`src/rtl/mem_cmd_pkg.sv`:
```
// ----------------------------------------------------------------------
// Memory command and response message, one 32-bit word per message.
// Commands and responses share one layout: data low, then address,
// opcode in the top bit.
// ----------------------------------------------------------------------
package mem_cmd_pkg;

  typedef enum logic {
    mem_read  = 1'b0,
    mem_write = 1'b1
  } mem_op_e;

  typedef logic [7:0]  mem_addr_t;
  typedef logic [31:0] mem_data_t;

  localparam int mem_msg_addr_lsb = $bits(mem_data_t);
  localparam int mem_msg_op_bit   = mem_msg_addr_lsb + $bits(mem_addr_t);
  localparam int mem_msg_width    = mem_msg_op_bit + 1;

  typedef logic [mem_msg_width-1:0] mem_msg_t;

endpackage

```
`src/rtl/mem_noc_pkg.sv`:
```
// ----------------------------------------------------------------------
// Link and packet framing for the memory network.
// Packets are always four 16-bit flits and the head flit goes first.
// Field order from bit 0 up: destination, length, source, message.
// ----------------------------------------------------------------------
package mem_noc_pkg;

  localparam int noc_cord_width       = 4;
  localparam int noc_len_width        = 3;
  localparam int noc_flit_width       = 16;
  localparam int noc_flits_per_packet = 4;
  localparam int noc_packet_width     = noc_flit_width * noc_flits_per_packet;

  // Bit offsets inside a packet
  localparam int noc_dst_lsb   = 0;
  localparam int noc_len_lsb   = noc_dst_lsb + noc_cord_width;
  localparam int noc_src_lsb   = noc_len_lsb + noc_len_width;
  localparam int noc_msg_lsb   = noc_src_lsb + noc_cord_width;
  localparam int noc_msg_width = 41;

  typedef logic [noc_cord_width-1:0]   noc_cord_t;
  typedef logic [noc_len_width-1:0]    noc_len_t;
  typedef logic [noc_flit_width-1:0]   noc_flit_t;
  typedef logic [noc_packet_width-1:0] noc_packet_t;

endpackage
```
`src/rtl/mem_noc_top.sv`:
```
// ----------------------------------------------------------------------
// Master and memory node wired back to back, no router in between.
// Coordinates must differ; mem_words_p is a power of two.
// ----------------------------------------------------------------------
`timescale 1ns/1ps

module mem_noc_top #(
  parameter mem_noc_pkg::noc_cord_t master_cord_p = 4'd1,
  parameter mem_noc_pkg::noc_cord_t client_cord_p = 4'd2,
  parameter int                     mem_words_p   = 16
) (
  input  logic                  clk_i,
  input  logic                  rst_n_i,
  input  mem_cmd_pkg::mem_msg_t mem_cmd_i,
  input  logic                  mem_cmd_v_i,
  output logic                  mem_cmd_yumi_o,
  output mem_cmd_pkg::mem_msg_t mem_resp_o,
  output logic                  mem_resp_v_o,
  input  logic                  mem_resp_ready_i
);

  import mem_noc_pkg::*;

  // Master to client link
  noc_flit_t m2c_data;
  logic      m2c_v;
  logic      m2c_ready;
  // Client to master link
  noc_flit_t c2m_data;
  logic      c2m_v;
  logic      c2m_ready;

  cce_to_wormhole_link_master #(
    .master_cord_p (master_cord_p),
    .client_cord_p (client_cord_p)
  ) u_master (
    .clk_i            (clk_i),
    .rst_n_i          (rst_n_i),
    .mem_cmd_i        (mem_cmd_i),
    .mem_cmd_v_i      (mem_cmd_v_i),
    .mem_cmd_yumi_o   (mem_cmd_yumi_o),
    .mem_resp_o       (mem_resp_o),
    .mem_resp_v_o     (mem_resp_v_o),
    .mem_resp_ready_i (mem_resp_ready_i),
    .link_data_i      (c2m_data),
    .link_v_i         (c2m_v),
    .link_ready_and_o (c2m_ready),
    .link_data_o      (m2c_data),
    .link_v_o         (m2c_v),
    .link_ready_and_i (m2c_ready)
  );

  wormhole_link_client #(
    .client_cord_p (client_cord_p),
    .mem_words_p   (mem_words_p)
  ) u_client (
    .clk_i            (clk_i),
    .rst_n_i          (rst_n_i),
    .link_data_i      (m2c_data),
    .link_v_i         (m2c_v),
    .link_ready_and_o (m2c_ready),
    .link_data_o      (c2m_data),
    .link_v_o         (c2m_v),
    .link_ready_and_i (c2m_ready)
  );

endmodule

```
`src/rtl/wormhole_link_client.sv`:
```
// ----------------------------------------------------------------------
// Memory node on the link. Answers every command to its source.
// Only one command is held between receive and response.
// ----------------------------------------------------------------------
`timescale 1ns/1ps

module wormhole_link_client #(
  parameter mem_noc_pkg::noc_cord_t client_cord_p = 4'd2,
  parameter int                     mem_words_p   = 16
) (
  input  logic                   clk_i,
  input  logic                   rst_n_i,
  input  mem_noc_pkg::noc_flit_t link_data_i,
  input  logic                   link_v_i,
  output logic                   link_ready_and_o,
  output mem_noc_pkg::noc_flit_t link_data_o,
  output logic                   link_v_o,
  input  logic                   link_ready_and_i
);

  import mem_noc_pkg::*;
  import mem_cmd_pkg::*;

  noc_packet_t recv_packet;
  logic        recv_v;
  noc_packet_t send_packet;
  logic        send_ready;

  mem_msg_t    cmd_msg;
  logic        cmd_ready;
  mem_msg_t    resp_msg;
  logic        resp_v;
  noc_cord_t   src_q;

  assign cmd_msg = recv_packet[noc_msg_lsb +: noc_msg_width];

  // Return address for the response in progress
  always_ff @(posedge clk_i) begin
    if (recv_v && cmd_ready) begin
      src_q <= recv_packet[noc_src_lsb +: noc_cord_width];
    end
  end

  always_comb begin
    send_packet = '0;
    send_packet[noc_dst_lsb +: noc_cord_width] = src_q;
    send_packet[noc_len_lsb +: noc_len_width]  = noc_len_t'(noc_flits_per_packet - 1);
    send_packet[noc_src_lsb +: noc_cord_width] = client_cord_p;
    send_packet[noc_msg_lsb +: noc_msg_width]  = resp_msg;
  end

  wormhole_link_adapter u_adapter (
    .clk_i            (clk_i),
    .rst_n_i          (rst_n_i),
    .packet_i         (send_packet),
    .v_i              (resp_v),
    .ready_o          (send_ready),
    .link_data_i      (link_data_i),
    .link_v_i         (link_v_i),
    .link_ready_and_o (link_ready_and_o),
    .link_data_o      (link_data_o),
    .link_v_o         (link_v_o),
    .link_ready_and_i (link_ready_and_i),
    .packet_o         (recv_packet),
    .v_o              (recv_v),
    .yumi_i           (recv_v & cmd_ready)
  );

  mem_execute #(
    .mem_words_p (mem_words_p)
  ) u_execute (
    .clk_i       (clk_i),
    .rst_n_i     (rst_n_i),
    .cmd_i       (cmd_msg),
    .cmd_v_i     (recv_v),
    .cmd_ready_o (cmd_ready),
    .resp_o      (resp_msg),
    .resp_v_o    (resp_v),
    .resp_yumi_i (resp_v & send_ready)
  );

endmodule

```
`src/rtl/mem_execute.sv`:
```
// ----------------------------------------------------------------------
// Small word memory, one command at a time.
// mem_words_p must be a power of two, at least 2; upper address
// bits alias onto the same words.
// ----------------------------------------------------------------------
`timescale 1ns/1ps

module mem_execute #(
  parameter int mem_words_p = 16
) (
  input  logic                  clk_i,
  input  logic                  rst_n_i,
  input  mem_cmd_pkg::mem_msg_t cmd_i,
  input  logic                  cmd_v_i,
  output logic                  cmd_ready_o,
  output mem_cmd_pkg::mem_msg_t resp_o,
  output logic                  resp_v_o,
  input  logic                  resp_yumi_i
);

  import mem_cmd_pkg::*;

  localparam int idx_width = $clog2(mem_words_p);

  mem_op_e               cmd_op;
  mem_addr_t             cmd_addr;
  mem_data_t             cmd_data;
  logic [idx_width-1:0]  cmd_idx;
  mem_data_t             rd_data;
  logic                  cmd_take;

  mem_data_t mem_q [mem_words_p];
  mem_msg_t  resp_q;
  logic      resp_v_q;

  assign cmd_op   = mem_op_e'(cmd_i[mem_msg_op_bit]);
  assign cmd_addr = cmd_i[mem_msg_addr_lsb +: $bits(mem_addr_t)];
  assign cmd_data = cmd_i[$bits(mem_data_t)-1:0];
  assign cmd_idx  = cmd_addr[idx_width-1:0];
  assign rd_data  = mem_q[cmd_idx];

  // Blocked until the pending response is taken
  assign cmd_ready_o = ~resp_v_q;
  assign cmd_take    = cmd_v_i & cmd_ready_o;

  always_ff @(posedge clk_i) begin
    if (!rst_n_i) begin
      for (int i = 0; i < mem_words_p; i++) begin
        mem_q[i] <= '0;
      end
      resp_v_q <= 1'b0;
    end else begin
      if (cmd_take && (cmd_op == mem_write)) begin
        mem_q[cmd_idx] <= cmd_data;
      end
      if (cmd_take) begin
        resp_v_q <= 1'b1;
      end else if (resp_yumi_i) begin
        resp_v_q <= 1'b0;
      end
    end
  end

  // Writes echo their own data, reads return the old word
  always_ff @(posedge clk_i) begin
    if (cmd_take) begin
      resp_q <= {cmd_op, cmd_addr, (cmd_op == mem_write) ? cmd_data : rd_data};
    end
  end

  assign resp_o   = resp_q;
  assign resp_v_o = resp_v_q;

endmodule

```
`src/rtl/cce_to_wormhole_link_master.sv`:
```
// ----------------------------------------------------------------------
// Controller side of the memory link.
// Commands use valid-yumi, responses ready-valid.
// All commands go to client_cord_p.
// ----------------------------------------------------------------------
`timescale 1ns/1ps

module cce_to_wormhole_link_master #(
  parameter mem_noc_pkg::noc_cord_t master_cord_p = 4'd1,
  parameter mem_noc_pkg::noc_cord_t client_cord_p = 4'd2
) (
  input  logic                   clk_i,
  input  logic                   rst_n_i,
  input  mem_cmd_pkg::mem_msg_t  mem_cmd_i,
  input  logic                   mem_cmd_v_i,
  output logic                   mem_cmd_yumi_o,
  output mem_cmd_pkg::mem_msg_t  mem_resp_o,
  output logic                   mem_resp_v_o,
  input  logic                   mem_resp_ready_i,
  input  mem_noc_pkg::noc_flit_t link_data_i,
  input  logic                   link_v_i,
  output logic                   link_ready_and_o,
  output mem_noc_pkg::noc_flit_t link_data_o,
  output logic                   link_v_o,
  input  logic                   link_ready_and_i
);

  import mem_noc_pkg::*;

  noc_packet_t send_packet;
  logic        send_ready;
  noc_packet_t recv_packet;
  logic        recv_v;

  cmd_packet_encode u_cmd_encode (
    .mem_cmd_i  (mem_cmd_i),
    .src_cord_i (master_cord_p),
    .dst_cord_i (client_cord_p),
    .packet_o   (send_packet)
  );

  // Command is taken as soon as the send buffer is free
  assign mem_cmd_yumi_o = mem_cmd_v_i & send_ready;

  wormhole_link_adapter u_adapter (
    .clk_i            (clk_i),
    .rst_n_i          (rst_n_i),
    .packet_i         (send_packet),
    .v_i              (mem_cmd_v_i),
    .ready_o          (send_ready),
    .link_data_i      (link_data_i),
    .link_v_i         (link_v_i),
    .link_ready_and_o (link_ready_and_o),
    .link_data_o      (link_data_o),
    .link_v_o         (link_v_o),
    .link_ready_and_i (link_ready_and_i),
    .packet_o         (recv_packet),
    .v_o              (recv_v),
    .yumi_i           (recv_v & mem_resp_ready_i)
  );

  assign mem_resp_o   = recv_packet[noc_msg_lsb +: noc_msg_width];
  assign mem_resp_v_o = recv_v;

endmodule

```
`src/rtl/wormhole_link_adapter.sv`:
```
// ----------------------------------------------------------------------
// Packet to flit serializer and flit to packet reassembler.
// Receive side assumes full-size packets, since the shift register
// only lines up when all four flits arrive.
// One packet buffered per direction.
// ----------------------------------------------------------------------
`timescale 1ns/1ps

module wormhole_link_adapter (
  input  logic                     clk_i,
  input  logic                     rst_n_i,
  // Packet in, to be sent on the link
  input  mem_noc_pkg::noc_packet_t packet_i,
  input  logic                     v_i,
  output logic                     ready_o,
  // Incoming link
  input  mem_noc_pkg::noc_flit_t   link_data_i,
  input  logic                     link_v_i,
  output logic                     link_ready_and_o,
  // Outgoing link
  output mem_noc_pkg::noc_flit_t   link_data_o,
  output logic                     link_v_o,
  input  logic                     link_ready_and_i,
  // Reassembled packet out
  output mem_noc_pkg::noc_packet_t packet_o,
  output logic                     v_o,
  input  logic                     yumi_i
);

  import mem_noc_pkg::*;

  typedef enum logic {
    send_idle,
    send_busy
  } send_state_e;

  typedef enum logic {
    recv_fill,
    recv_full
  } recv_state_e;

  send_state_e send_state_q;
  noc_len_t    send_left_q;
  noc_packet_t send_q;

  recv_state_e recv_state_q;
  logic        recv_head_q;
  noc_len_t    recv_left_q;
  noc_packet_t recv_q;
  noc_len_t    head_len;

  // Send side
  assign ready_o     = (send_state_q == send_idle);
  assign link_v_o    = (send_state_q == send_busy);
  assign link_data_o = send_q[noc_flit_width-1:0];

  always_ff @(posedge clk_i) begin
    if (!rst_n_i) begin
      send_state_q <= send_idle;
      send_left_q  <= '0;
    end else begin
      case (send_state_q)
        send_idle: begin
          if (v_i) begin
            send_state_q <= send_busy;
            send_left_q  <= packet_i[noc_len_lsb +: noc_len_width];
          end
        end
        send_busy: begin
          if (link_ready_and_i) begin
            // Last flit leaves when no flits are left behind it
            if (send_left_q == '0) begin
              send_state_q <= send_idle;
            end else begin
              send_left_q <= send_left_q - 1'b1;
            end
          end
        end
      endcase
    end
  end

  always_ff @(posedge clk_i) begin
    if (v_i && ready_o) begin
      send_q <= packet_i;
    end else if (link_v_o && link_ready_and_i) begin
      send_q <= send_q >> noc_flit_width;
    end
  end

  // Receive side
  assign head_len         = link_data_i[noc_len_lsb +: noc_len_width];
  assign link_ready_and_o = (recv_state_q == recv_fill);
  assign v_o              = (recv_state_q == recv_full);
  assign packet_o         = recv_q;

  always_ff @(posedge clk_i) begin
    if (!rst_n_i) begin
      recv_state_q <= recv_fill;
      recv_head_q  <= 1'b1;
      recv_left_q  <= '0;
    end else begin
      case (recv_state_q)
        recv_fill: begin
          if (link_v_i) begin
            if (recv_head_q) begin
              recv_left_q <= head_len;
              recv_head_q <= (head_len == '0);
              if (head_len == '0) begin
                recv_state_q <= recv_full;
              end
            end else begin
              recv_left_q <= recv_left_q - 1'b1;
              if (recv_left_q == noc_len_t'(1)) begin
                recv_state_q <= recv_full;
                recv_head_q  <= 1'b1;
              end
            end
          end
        end
        recv_full: begin
          if (yumi_i) begin
            recv_state_q <= recv_fill;
          end
        end
      endcase
    end
  end

  // Flits enter at the top, so the head ends up in the low bits
  always_ff @(posedge clk_i) begin
    if (link_v_i && link_ready_and_o) begin
      recv_q <= {link_data_i, recv_q[noc_packet_width-1:noc_flit_width]};
    end
  end

endmodule

```
`src/rtl/cmd_packet_encode.sv`:
```
// ----------------------------------------------------------------------
// Combinational framing of a memory command into a wormhole packet.
// Length is fixed to a full four-flit packet; upper bits are zero.
// ----------------------------------------------------------------------
`timescale 1ns/1ps

module cmd_packet_encode (
  input  mem_cmd_pkg::mem_msg_t    mem_cmd_i,
  input  mem_noc_pkg::noc_cord_t   src_cord_i,
  input  mem_noc_pkg::noc_cord_t   dst_cord_i,
  output mem_noc_pkg::noc_packet_t packet_o
);

  import mem_noc_pkg::*;

  // Length field counts flits after the head
  localparam noc_len_t pkt_len = noc_len_t'(noc_flits_per_packet - 1);

  always_comb begin
    packet_o = '0;
    packet_o[noc_dst_lsb +: noc_cord_width] = dst_cord_i;
    packet_o[noc_len_lsb +: noc_len_width]  = pkt_len;
    packet_o[noc_src_lsb +: noc_cord_width] = src_cord_i;
    packet_o[noc_msg_lsb +: noc_msg_width]  = mem_cmd_i;
  end

endmodule

```
`config.mk`:
```
export PLATFORM = sky130hd
export DESIGN_NAME = mem_noc_top
export DESIGN_NICKNAME = d
export VERILOG_FILES = /design/src/rtl/mem_cmd_pkg.sv /design/src/rtl/mem_noc_pkg.sv /design/src/rtl/mem_noc_top.sv /design/src/rtl/wormhole_link_client.sv /design/src/rtl/mem_execute.sv /design/src/rtl/cce_to_wormhole_link_master.sv /design/src/rtl/wormhole_link_adapter.sv /design/src/rtl/cmd_packet_encode.sv
export SDC_FILE = /design/constraint.sdc
export NUM_CORES = 1
export LEC_CHECK = 0
export BUFFER_PORTS_ARGS = -buffer_cell sky130_fd_sc_hd__buf_2
export CAP_MARGIN = 40
export CORE_MARGIN = 1.5
export CORE_UTILIZATION = 40
export CTS_BUF_LIST = sky130_fd_sc_hd__clkbuf_8
export CTS_CLUSTER_SIZE = 25
export DETAILED_ROUTE_END_ITERATION = 10
export GPL_TIMING_DRIVEN = 1
export PLACE_DENSITY_LB_ADDON = 0.05
export SLEW_MARGIN = 20
export SYNTH_ARGS = -nofsm -noshare
export SYNTH_HDL_FRONTEND = slang
export SYNTH_SLANG_ARGS = --single-unit
```
`constraint.sdc`:
```
create_clock -name clk_i -period 3.6 [get_ports clk_i]
set_clock_uncertainty 0.1 [all_clocks]
set_input_delay 0.18 -clock clk_i [delete_from_list [all_inputs] [get_ports clk_i]]
set_output_delay 0.18 -clock clk_i [all_outputs]
set_load 0.03 [all_outputs]
```
==> impl_results.md, run 1 <==
* Status: finished clean
* Type of the worst setup path: reg -> reg
* Maxcap violations at 0
* Post-CTS sizing at 0
* Total negative setup slack at 0 ps
* Rows at 105
* Clock share of power at 36.8%
* Comb pwr share at 9.8%
* Seq/Total Area, Yosys at 70.4%
* Total number of vias at 17,600
* Fraction of layout cells with a size suffix above 1 at 22.5%
* Top Ports at 88
* CP endpoint kind: register
* Die area at 84,900 um2
* GRT Total Usage at 21.1%
* Post-DP HPWL at 52,200 um
* Clock slew at reported path FFs at 60 ps
* Grt ovf at 0
* Initial antenna violation count at 5
* Synth warn at 0
* Final nets at 2,227
* WP data arrival at 3200 ps
* Measured slew at the worst slew-check pin at 854 ps
* Number of global-route vias before repair at 18,400
* Min Clock Period, post-route at 2780 ps
* Initial DRC Count at 1,380
* Top Metal Used: met4
* Asr flop ratio synth at 0%
* Met2 routed WL at 42,700 um
* Int Power at 15,200 uW
* Clock latency on the worst-skew pair at 780 ps
* Mean Syn Cell Area at 16.5 um2
* Fin crit share at 77.2%
* Final setup viols at 0
* Input/output buffers at 87
* 1st-pass router iterations at 8
* Most common cell in the netlist: edfxtp_1
* Cell area after synthesis at 33,300 um2
* Post-synth top area cell: edfxtp_1
* H-tree levels at 4
* Number of enable flip-flop cells after synthesis at 753
* RSZ-0062 raised after global routing: false
* Post-synthesis cell count at 2,012
* CP Max Fanout at 40
* Layout fillers at 7,134
* CTS Root Cell: clkbuf_8
* Antenna-violating nets left at 0
* Routed length on met1 at 38,800 um
* Final WL at 88,500 um
* Power share of the sequential group at 53.4%
* Postcts setup bufs at 0
* Largest net degree at the start of global routing at 66
* Clk sink count at 794
* Met3 wire length at 4780 um
* DRC violations left at 0
* Share of the synthesized area in the top cell type at 67.9%
* Total power at 20,500 uW
* Hold-fix buffers at CTS at 44
* Synth Flop Type: edfxtp_1
* Max-slew headroom at 43.1%
* Final Core Density at 46.3%
* TritonCTS buffer count at 141
* Die Span Y at 291 um
* Starting Density at 40.5%
* Fin. max-slew vios at 0
* DR WL/cell at 26.4 um
* Worst EP required at 4020 ps
* Final Non-Filler Cells at 3,356
* DR vias/cell at 5.24
* Core area at 82,200 um2
* PwrDens at 537 nW/um2
* Synth top area cells: edfxtp_1 68%, and2_1 10%, mux4_2 8.7%
* Leakage at 0.0138 uW
* Dpl cells at 3,050
* Synth unique cells at 36
* Synth cell count leaders: 753 x edfxtp_1, 548 x and2_1, 128 x mux4_2
* Area Growth Syn to Fin at 14.5%
* Clock Path Buffers at 3
* First-pass GRT wire length at 128,000 um
* Max VDD drop at 0.319 mV
* Final hold vios at 0
* Sw power at 5270 uW
* Sw Share at 25.8%
* Yosys reg bits at 794
* Syn nets at 2,065
* CTS tree: yes
* Die W at 291 um
* Crit path launch type: register
* Worst min-delay path class: in -> reg
* Routability cong. at 0.772
* Fmax at 0.360 GHz
## placed cells by master (no fill, tap or decap), types with 3 or more instances in the layout
| master | Yosys | layout |
|---|---|---|
| buf_4 | 52 | 57 |
| clkinv_1 | 1 | 32 |
| mux2i_1 | 32 | 32 |
| inv_6 | 0 | 4 |
| nor2_1 | 41 | 41 |
| edfxtp_1 | 753 | 753 |
| nor4_4 | 10 | 10 |
| and2_1 | 548 | 548 |
| nor3b_1 | 6 | 6 |
| nor4_2 | 0 | 6 |
| dfxtp_1 | 41 | 38 |
| o22a_1 | 7 | 7 |
| nand2b_2 | 0 | 17 |
| buf_12 | 0 | 17 |
| a22o_1 | 65 | 65 |
| o22ai_1 | 33 | 33 |
| diode_2 | 0 | 5 |
| clkbuf_8 | 0 | 144 |
| inv_8 | 0 | 4 |
| dlygate4sd3_1 | 0 | 44 |
| buf_2 | 24 | 87 |
| a211oi_1 | 7 | 7 |
| clkinv_2 | 0 | 6 |
| ha_1 | 8 | 8 |
| inv_4 | 2 | 3 |
| buf_8 | 0 | 7 |
| clkinvlp_4 | 0 | 4 |
| a21oi_1 | 12 | 12 |
| buf_16 | 0 | 3 |
| mux4_2 | 128 | 128 |
| a221oi_1 | 32 | 32 |
| nor2b_4 | 0 | 3 |
| dfxtp_4 | 0 | 3 |
| nand2_1 | 15 | 15 |
| nand2b_1 | 25 | 8 |
| nor3_1 | 4 | 4 |
| inv_1 | 14 | 66 |
| o21ai_0 | 11 | 11 |
## critical path, cell delays in order, from the launching register on
cell and delay, ps:
dfxtp_1 450, nand2b_1 450, inv_4 280, nor2_1 500, inv_1 420, buf_12 300
## flip-flops by register name (all words and copies together) (netlist names), named ones only
name,count
u_client.u_execute.mem_q,512
u_client.u_adapter.send_q,52
u_master.u_adapter.v_o,1
u_client.u_adapter.v_o,1
u_master.u_adapter.recv_head_q,1
u_master.u_adapter.link_v_o,1
u_client.u_execute.resp_v_o,1
u_client.u_adapter.send_left_q,3
u_client.u_execute.resp_o,41
u_client.u_adapter.recv_left_q,3
u_master.u_adapter.packet_o,53
u_master.u_adapter.recv_left_q,3
u_master.u_adapter.send_left_q,3
u_client.u_adapter.recv_head_q,1
u_client.u_adapter.packet_o,57
u_client.u_adapter.link_v_o,1
u_master.u_adapter.send_q,52
u_client.src_q,4
## kinds of logic after synthesis
family                     synth area share [%]
AOI/OAI and AO/OA                          3.86
adders and majority gates                 0.301
buffers and inverters                      3.15
DFF                                        70.4
muxes                                      9.62
and+or+nand+nor                            12.7
## routing by layer
layer | vias up | GRT usage, %
li1 | 7873 | -
met1 | 9127 | 28.9
met2 | 451 | 34.1
met3 | 142 | 3.78
met4 | 0 | 7.37
met5 | - | 0
## power groups by stage
stage          Clock (uW)  Combinational [uW]  Sequential, uW
2_1_floorplan           0                1270           10900
3_3_place_gp            0                1920           11200
3_5_place_dp            0                1950           11200
4_1_cts              7740                1990           11000
5_1_grt              8130                2140           11000
6_report             7520                2000           10900
## cell type report
| class | instances | area (um2) | share of cell area, % |
|---|---|---|---|
| Antenna cell | 5 | 12.5 | 0.0328 |
| Clock buffer | 144 | 1980 | 5.20 |
| Clock inverter | 106 | 507 | 1.33 |
| Inverter | 18 | 76.3 | 0.200 |
| Multi-Input combinational cell | 1003 | 8900 | 23.4 |
| Sequential cell | 794 | 23400 | 61.5 |
| Tap cell | 1070 | 1340 | 3.51 |
| Timing Repair Buffer | 216 | 1840 | 4.84 |
## per-stage QoR
step	hold slack, ps	setup slack (ps)	instance area [um2]
after floorplan	242	461	33300
after global placement	301	935	34900
after detailed placement	305	813	35100
after CTS	38.6	795	38000
after global routing	94.2	469	38100
final	108	819	38100
## worst paths after layout
kind,start,end,slack [ps],cells after the start
hold / removal,mem_resp_ready_i,u_master.u_adapter.v_o,110,4
hold reg to reg,u_master.u_adapter.packet_o[56],u_master.u_adapter.packet_o[40],310,0
setup / recovery,u_client.u_adapter.v_o,u_master.u_adapter.send_q[43],820,5
setup reg to reg,u_client.u_adapter.v_o,u_master.u_adapter.send_q[43],820,5
Power figures use the tool's default switching activity.
==> run 2, diff against run 1 <==
==> constraint.sdc (replaced) <==
create_clock -name clk_i -period 2.8 [get_ports clk_i]
set_clock_uncertainty 0.1 [all_clocks]
set_input_delay 0.14 -clock clk_i [delete_from_list [all_inputs] [get_ports clk_i]]
set_output_delay 0.14 -clock clk_i [all_outputs]
set_load 0.03 [all_outputs]
==> impl_results.md, run 2 (synthesis results as in run 1) <==
* Clock latency on the worst-skew pair at 790 ps (about the same)
* Total negative setup slack at 0 ps (unchanged)
* Largest Register: u_client.u_execute.mem_q
* Type of the worst setup path: reg -> reg
* GRT Total Usage at 21.3% (+0.16 points)
* Fin crit share at 85.0% (+7.7 points)
* DR vias/cell at 5.26 (+0.37%)
* First-pass GRT wire length at 130,000 um (+1.6%)
* Final setup viols at 0 (unchanged)
* Final nets at 2,244 (+0.76%)
* CTS Root Cell: clkbuf_8
* Largest net degree at the start of global routing at 91 (+38%)
* Die W at 291 um (unchanged)
* Total number of vias at 17,800 (+0.97%)
* PwrDens at 686 nW/um2 (+28%)
* Crit path cell chain: buf_4 -> mux4_2 -> mux2i_1 -> a221oi_1
* Worst r2r dst: u_client.u_execute.resp_o[28]
* DRC violations left at 0 (unchanged)
* Starting Density at 40.5% (unchanged)
* Core area at 82,200 um2 (unchanged)
* HP Start: mem_cmd_v_i
* CP Max Fanout at 30 (-25%)
* Initial DRC Count at 1,256 (-9.0%)
* Min Clock Period, post-route at 2380 ps (-401 ps)
* Slowest Stage Delay on Critical Path at 740 ps (+240 ps)
* WP data arrival at 2750 ps (-450 ps)
* CP endpoint kind: register
* Fin. max-slew vios at 0 (unchanged)
* Fraction of layout cells with a size suffix above 1 at 22.7% (+0.20 points)
* Rows at 105 (unchanged)
* Final WL at 88,900 um (+0.37%)
* Worst EP required at 3170 ps (-850 ps)
* Clock slew at reported path FFs at 60 ps (about the same)
* 1st-pass router iterations at 8 (unchanged)
* Worst min-delay path class: in -> reg
* Fmax at 0.420 GHz (+17%)
* Post-DP HPWL at 50,400 um (-3.4%)
* DR WL/cell at 26.3 um (-0.22%)
* Clk sink count at 794 (unchanged)
* Final hold vios at 0 (unchanged)
* Initial antenna violation count at 4 (-1)
* Hold path depth at 4 (unchanged)
* Flop2flop setup slack at 420 ps (-400 ps)
* Max-slew headroom at 46.2% (+3.1 points)
* Measured slew at the worst slew-check pin at 807 ps (-46.6 ps)
* Post-CTS sizing at 0 (unchanged)
* Area Growth Syn to Fin at 15.1%
* Hold-fix buffers at CTS at 55 (+25%)
* Number of global-route vias before repair at 18,800 (+2.0%)
* Leakage at 0.0140 uW (+1.2%)
* Final Core Density at 46.6% (+0.24 points)
* Top Ports at 88 (unchanged)
* Layout fillers at 7,189 (+0.77%)
* Crit path launch type: register
* Commonest non-fill, non-tap cell in the layout: edfxtp_1
* R2r worst-path depth at 4 (-1)
* H-tree levels at 4 (unchanged)
* Die Span Y at 291 um (unchanged)
* Worst path slowest cell: a221oi_1
* Status: finished clean
* CTS tree: yes
* Input/output buffers at 87 (unchanged)
* Max reg flops at 512 (unchanged)
* Antenna-violating nets left at 0 (unchanged)
* Postcts setup bufs at 0 (unchanged)
* TritonCTS buffer count at 140 (-0.71%)
* Die area at 84,900 um2 (unchanged)
* Routability cong. at 0.750 (-2.8%)
* RSZ-0062 raised after global routing: false
* Grt ovf at 0 (unchanged)
* Hold path endpoint: u_master.u_adapter.link_v_o
* Clock Path Buffers at 3 (unchanged)
* Maxcap violations at 0 (unchanged)
* Commonest non-fill, non-tap cells in the layout: 753 x edfxtp_1, 548 x and2_1, 145 x clkbuf_8
* Max VDD drop at 0.340 mV (+6.8%)
-- run 2: changes by cell type in the layout (fill, tap and decap cells not counted), sizes merged --
cell | before | now
clkbuf | 144 | 145
clkinv | 40 | 26
inv | 80 | 98
dlygate4sd3 | 44 | 55
buf | 172 | 179
clkinvlp | 4 | 1
-- run 2: power by group --
group	total (uW)	switching (uW)	internal [uW]
logic	2520	1420	1110
registers	14000	382	13600
clock network	9790	4900	4890
-- run 2: final cells by class --
class	count	area [um2]	share of cell area (%)
clock buffer	145	2000	5.21
tap	1070	1340	3.50
clock inverter	107	548	1.43
antenna	5	12.5	0.0327
multi-input combinational	1003	8900	23.2
sequential	794	23400	61.2
timing repair buffer	234	1980	5.18
inverter	18	77.6	0.203
-- run 2: per-stage QoR --
stage	cells	setup slack (ps)	power (uW)	cell area, um2	hold slack (ps)
2_1_floorplan	2012	222	15600	33300	202
3_3_place_gp	3063	388	16700	35200	303
3_5_place_dp	3064	408	16700	35200	305
4_1_cts	3371	391	26700	38300	4.25
5_1_grt	3372	376	27400	38300	45.5
6_report	3376	421	26300	38300	76.5
-- run 2: metal layers --
metal	track usage [%]	part of all wire, %	vias up
li1	-	-	7915
met1	28.6	43	9228
met2	35.2	49	498
met3	3.76	5.1	122
met4	6.80	2.3	0
met5	0	0	-
-- run 2: worst max-delay path by stage --
stage	from	endpoint	slack [ps]	cells past startpoint
2_1_floorplan	u_client.u_adapter.packet_o[44]	u_client.u_execute.mem_q[7][0]	220	4
3_3_place_gp	register	u_client.u_execute.resp_o[28]	390	4
3_5_place_dp	register	u_client.u_execute.resp_o[28]	410	4
4_1_cts	register	u_client.u_execute.resp_o[28]	390	4
5_1_grt	register	u_client.u_execute.resp_o[28]	380	4
6_report	register	u_client.u_execute.resp_o[28]	420	4
-- run 2: worst max-delay path, delay by kind of cell, from the launching register on --
family | cells | cell delay, ps
compound gates | 1 | 740
flops | 1 | 380
mux | 2 | 360
buf+inv | 1 | 460
==> run 3, diff against run 2 <==
==> constraint.sdc (replaced) <==
create_clock -name clk_i -period 1.9 [get_ports clk_i]
set_clock_uncertainty 0.1 [all_clocks]
set_input_delay 0.095 -clock clk_i [delete_from_list [all_inputs] [get_ports clk_i]]
set_output_delay 0.095 -clock clk_i [all_outputs]
set_load 0.03 [all_outputs]
==> impl_results.md, run 3 (synthesis results as in run 1) <==
* CP Max Fanout at 9 (-70%)
* Power share of the sequential group at 49.6% (-3.6 points)
* Clock latency on the worst-skew pair at 800 ps (about the same)
* Fin crit share at 114% (+29 points)
* Input/output buffers at 87 (unchanged)
* Rows at 105 (unchanged)
* DR vias/cell at 5.32 (+1.2%)
* Die Span Y at 291 um (unchanged)
* Clock Path Buffers at 3 (unchanged)
* Largest net degree at the start of global routing at 58 (-36%)
* Die W at 291 um (unchanged)
* Leakage at 0.0164 uW (+17%)
* Placed cell area at 36,800 um2 (+4.4%)
* Sw power at 10,600 uW (+59%)
* H-tree levels at 4 (unchanged)
* Antenna-violating nets left at 0 (unchanged)
* 1st-pass router iterations at 5 (-3)
* Starting Density at 40.5% (unchanged)
* First-pass GRT wire length at 142,000 um (+8.9%)
* Worst EP required at 2290 ps (-880 ps)
* CTS tree: yes
* Crit path launch type: register
* Failing checks: negative setup slack
* Clock slew at reported path FFs at 60 ps (about the same)
* Clk sink count at 794 (unchanged)
* Die area at 84,900 um2 (unchanged)
* Measured slew at the worst slew-check pin at 769 ps (-37.9 ps)
* Max reg flops at 512 (unchanged)
* DP Worst Slack at -462 ps (-870 ps)
* Largest Register: u_client.u_execute.mem_q
* Clock share of power at 36.3% (-0.9 points)
* TritonCTS buffer count at 145 (+3.6%)
* Max-slew headroom at 48.7% (+2.5 points)
* Post-DP HPWL at 58,900 um (+17%)
* CTS Root Cell: clkbuf_8
* Fin. max-slew vios at 0 (unchanged)
* Maxcap violations at 0 (unchanged)
* Min Clock Period, post-route at 2170 ps (-214 ps)
* Max VDD drop at 0.649 mV (+91%)
* Number of global-route vias before repair at 20,200 (+7.8%)
* Post-route setup slack at -265 ps (-686 ps)
* PwrDens at 953 nW/um2 (+39%)
* Initial DRC Count at 1,770 (+41%)
* Design area at 43,500 um2 (+14%)
* Int Power at 30,800 uW (+57%)
* Worst min-delay path class: in -> reg
* Final WL at 103,000 um (+16%)
* Area Growth Syn to Fin at 30.8%
* Final hold vios at 0 (unchanged)
* Top Ports at 88 (unchanged)
* Commonest non-fill, non-tap cells in the layout: 753 x edfxtp_1, 523 x and2_1, 158 x buf_4
* Final nets at 2,544 (+13%)
* Initial antenna violation count at 8 (+4)
* Grt ovf at 0 (unchanged)
* Core area at 82,200 um2 (unchanged)
* Routability cong. at 0.794 (+5.9%)
* Commonest non-fill, non-tap cell in the layout: edfxtp_1
* Sw Share at 25.7% (+0.20 points)
* Type of the worst setup path: reg -> reg
* DRC violations left at 0 (unchanged)
* Fmax at 0.462 GHz (+9.9%)
* GRT Total Usage at 23.3% (+1.9 points)
* DR WL/cell at 27.9 um (+5.9%)
* RSZ-0062 raised after global routing: true
* WP data arrival at 2550 ps (-200 ps)
* Final setup viols at 805 (+805)
* Total power at 41,500 uW (+58%)
* Comb pwr share at 14.0% (+4.4 points)
* CP endpoint kind: register
* Status: complete, but fails checks
* Total number of vias at 19,600 (+10%)
* Fraction of layout cells with a size suffix above 1 at 34.9% (+12 points)
## run 3: changes by cell type in the layout (fill, tap and decap cells not counted), sizes merged, moves of 3 or more
cell,change
clkbuf,+37
dlygate4sd3,+21
clkinvlp,+3
bufbuf,+4
clkinv,+13
inv,-15
buf,+244
## run 3: per-stage QoR
step	util [%]	hold slack, ps	TNS (ps)	instances
after floorplan	-	157	-33660	2012
after global placement	44.7	257	-173890	3192
after detailed placement	44.7	264	-179360	3192
after CTS	50.9	1.84	-66430	3613
after global routing	52.9	17.7	-111450	3680
final	52.9	40.7	-68180	3682
## run 3: worst max-delay path: stages (launching register included)
cell       delay [ps]
edfxtp_1          520
buf_6             180
or2_4             280
nor4_4            260
nand2b_4          300
clkbuf_16         220
## run 3: final timing paths
kind	startpoint	endpoint	slack, ps	cells after the start
max reg2reg	u_client.u_adapter.packet_o[46]	u_client.u_execute.mem_q[0][16]	-270	5
min reg2reg	u_client.u_adapter.packet_o[8]	u_client.src_q[1]	310	0
max	u_client.u_adapter.packet_o[46]	u_client.u_execute.mem_q[0][16]	-270	5
min	mem_cmd_i[12]	u_master.u_adapter.send_q[23]	40	3
## run 3: area by class of cell
type,instances,area (um2)
Multi-Input combinational cell,1003,9650
Antenna cell,3,7.51
Clock inverter,109,533
Clock buffer,156,2150
Fill cell,6740,38700
Inverter,18,85.1
Timing Repair Buffer,529,6310
Sequential cell,794,23500
Tap cell,1070,1340
## run 3: per-layer routing
metal / routed length (um) / global-route usage, % / vias to the layer above
met5: 0 / 0 / -
met4: 2160 / 6.34 / 0
met3: 5620 / 3.59 / 133
met2: 49500 / 38.4 / 591
met1: 45400 / 32.0 / 10300
li1: - / - / 8547
## run 3: repair_timing
action | in CTS | in global routing
hold endpoints to repair | 59 | 0
pin swaps | 19 | 45
cloned | 15 | 30
hold buffers | 76 | 0
resized for setup | 126 | 167
setup endpoints to repair | 1048 | 932
buffers inserted | 70 | 53
## run 3: power by group through the flow
stage | combinational, uW | clock (uW) | sequential [uW]
CTS | 5310 | 15500 | 20600
floorplan | 2460 | 0 | 20600
detailed placement | 4380 | 0 | 21000
finish | 5830 | 15100 | 20600
global placement | 4350 | 0 | 20900
global route | 6130 | 16200 | 20700
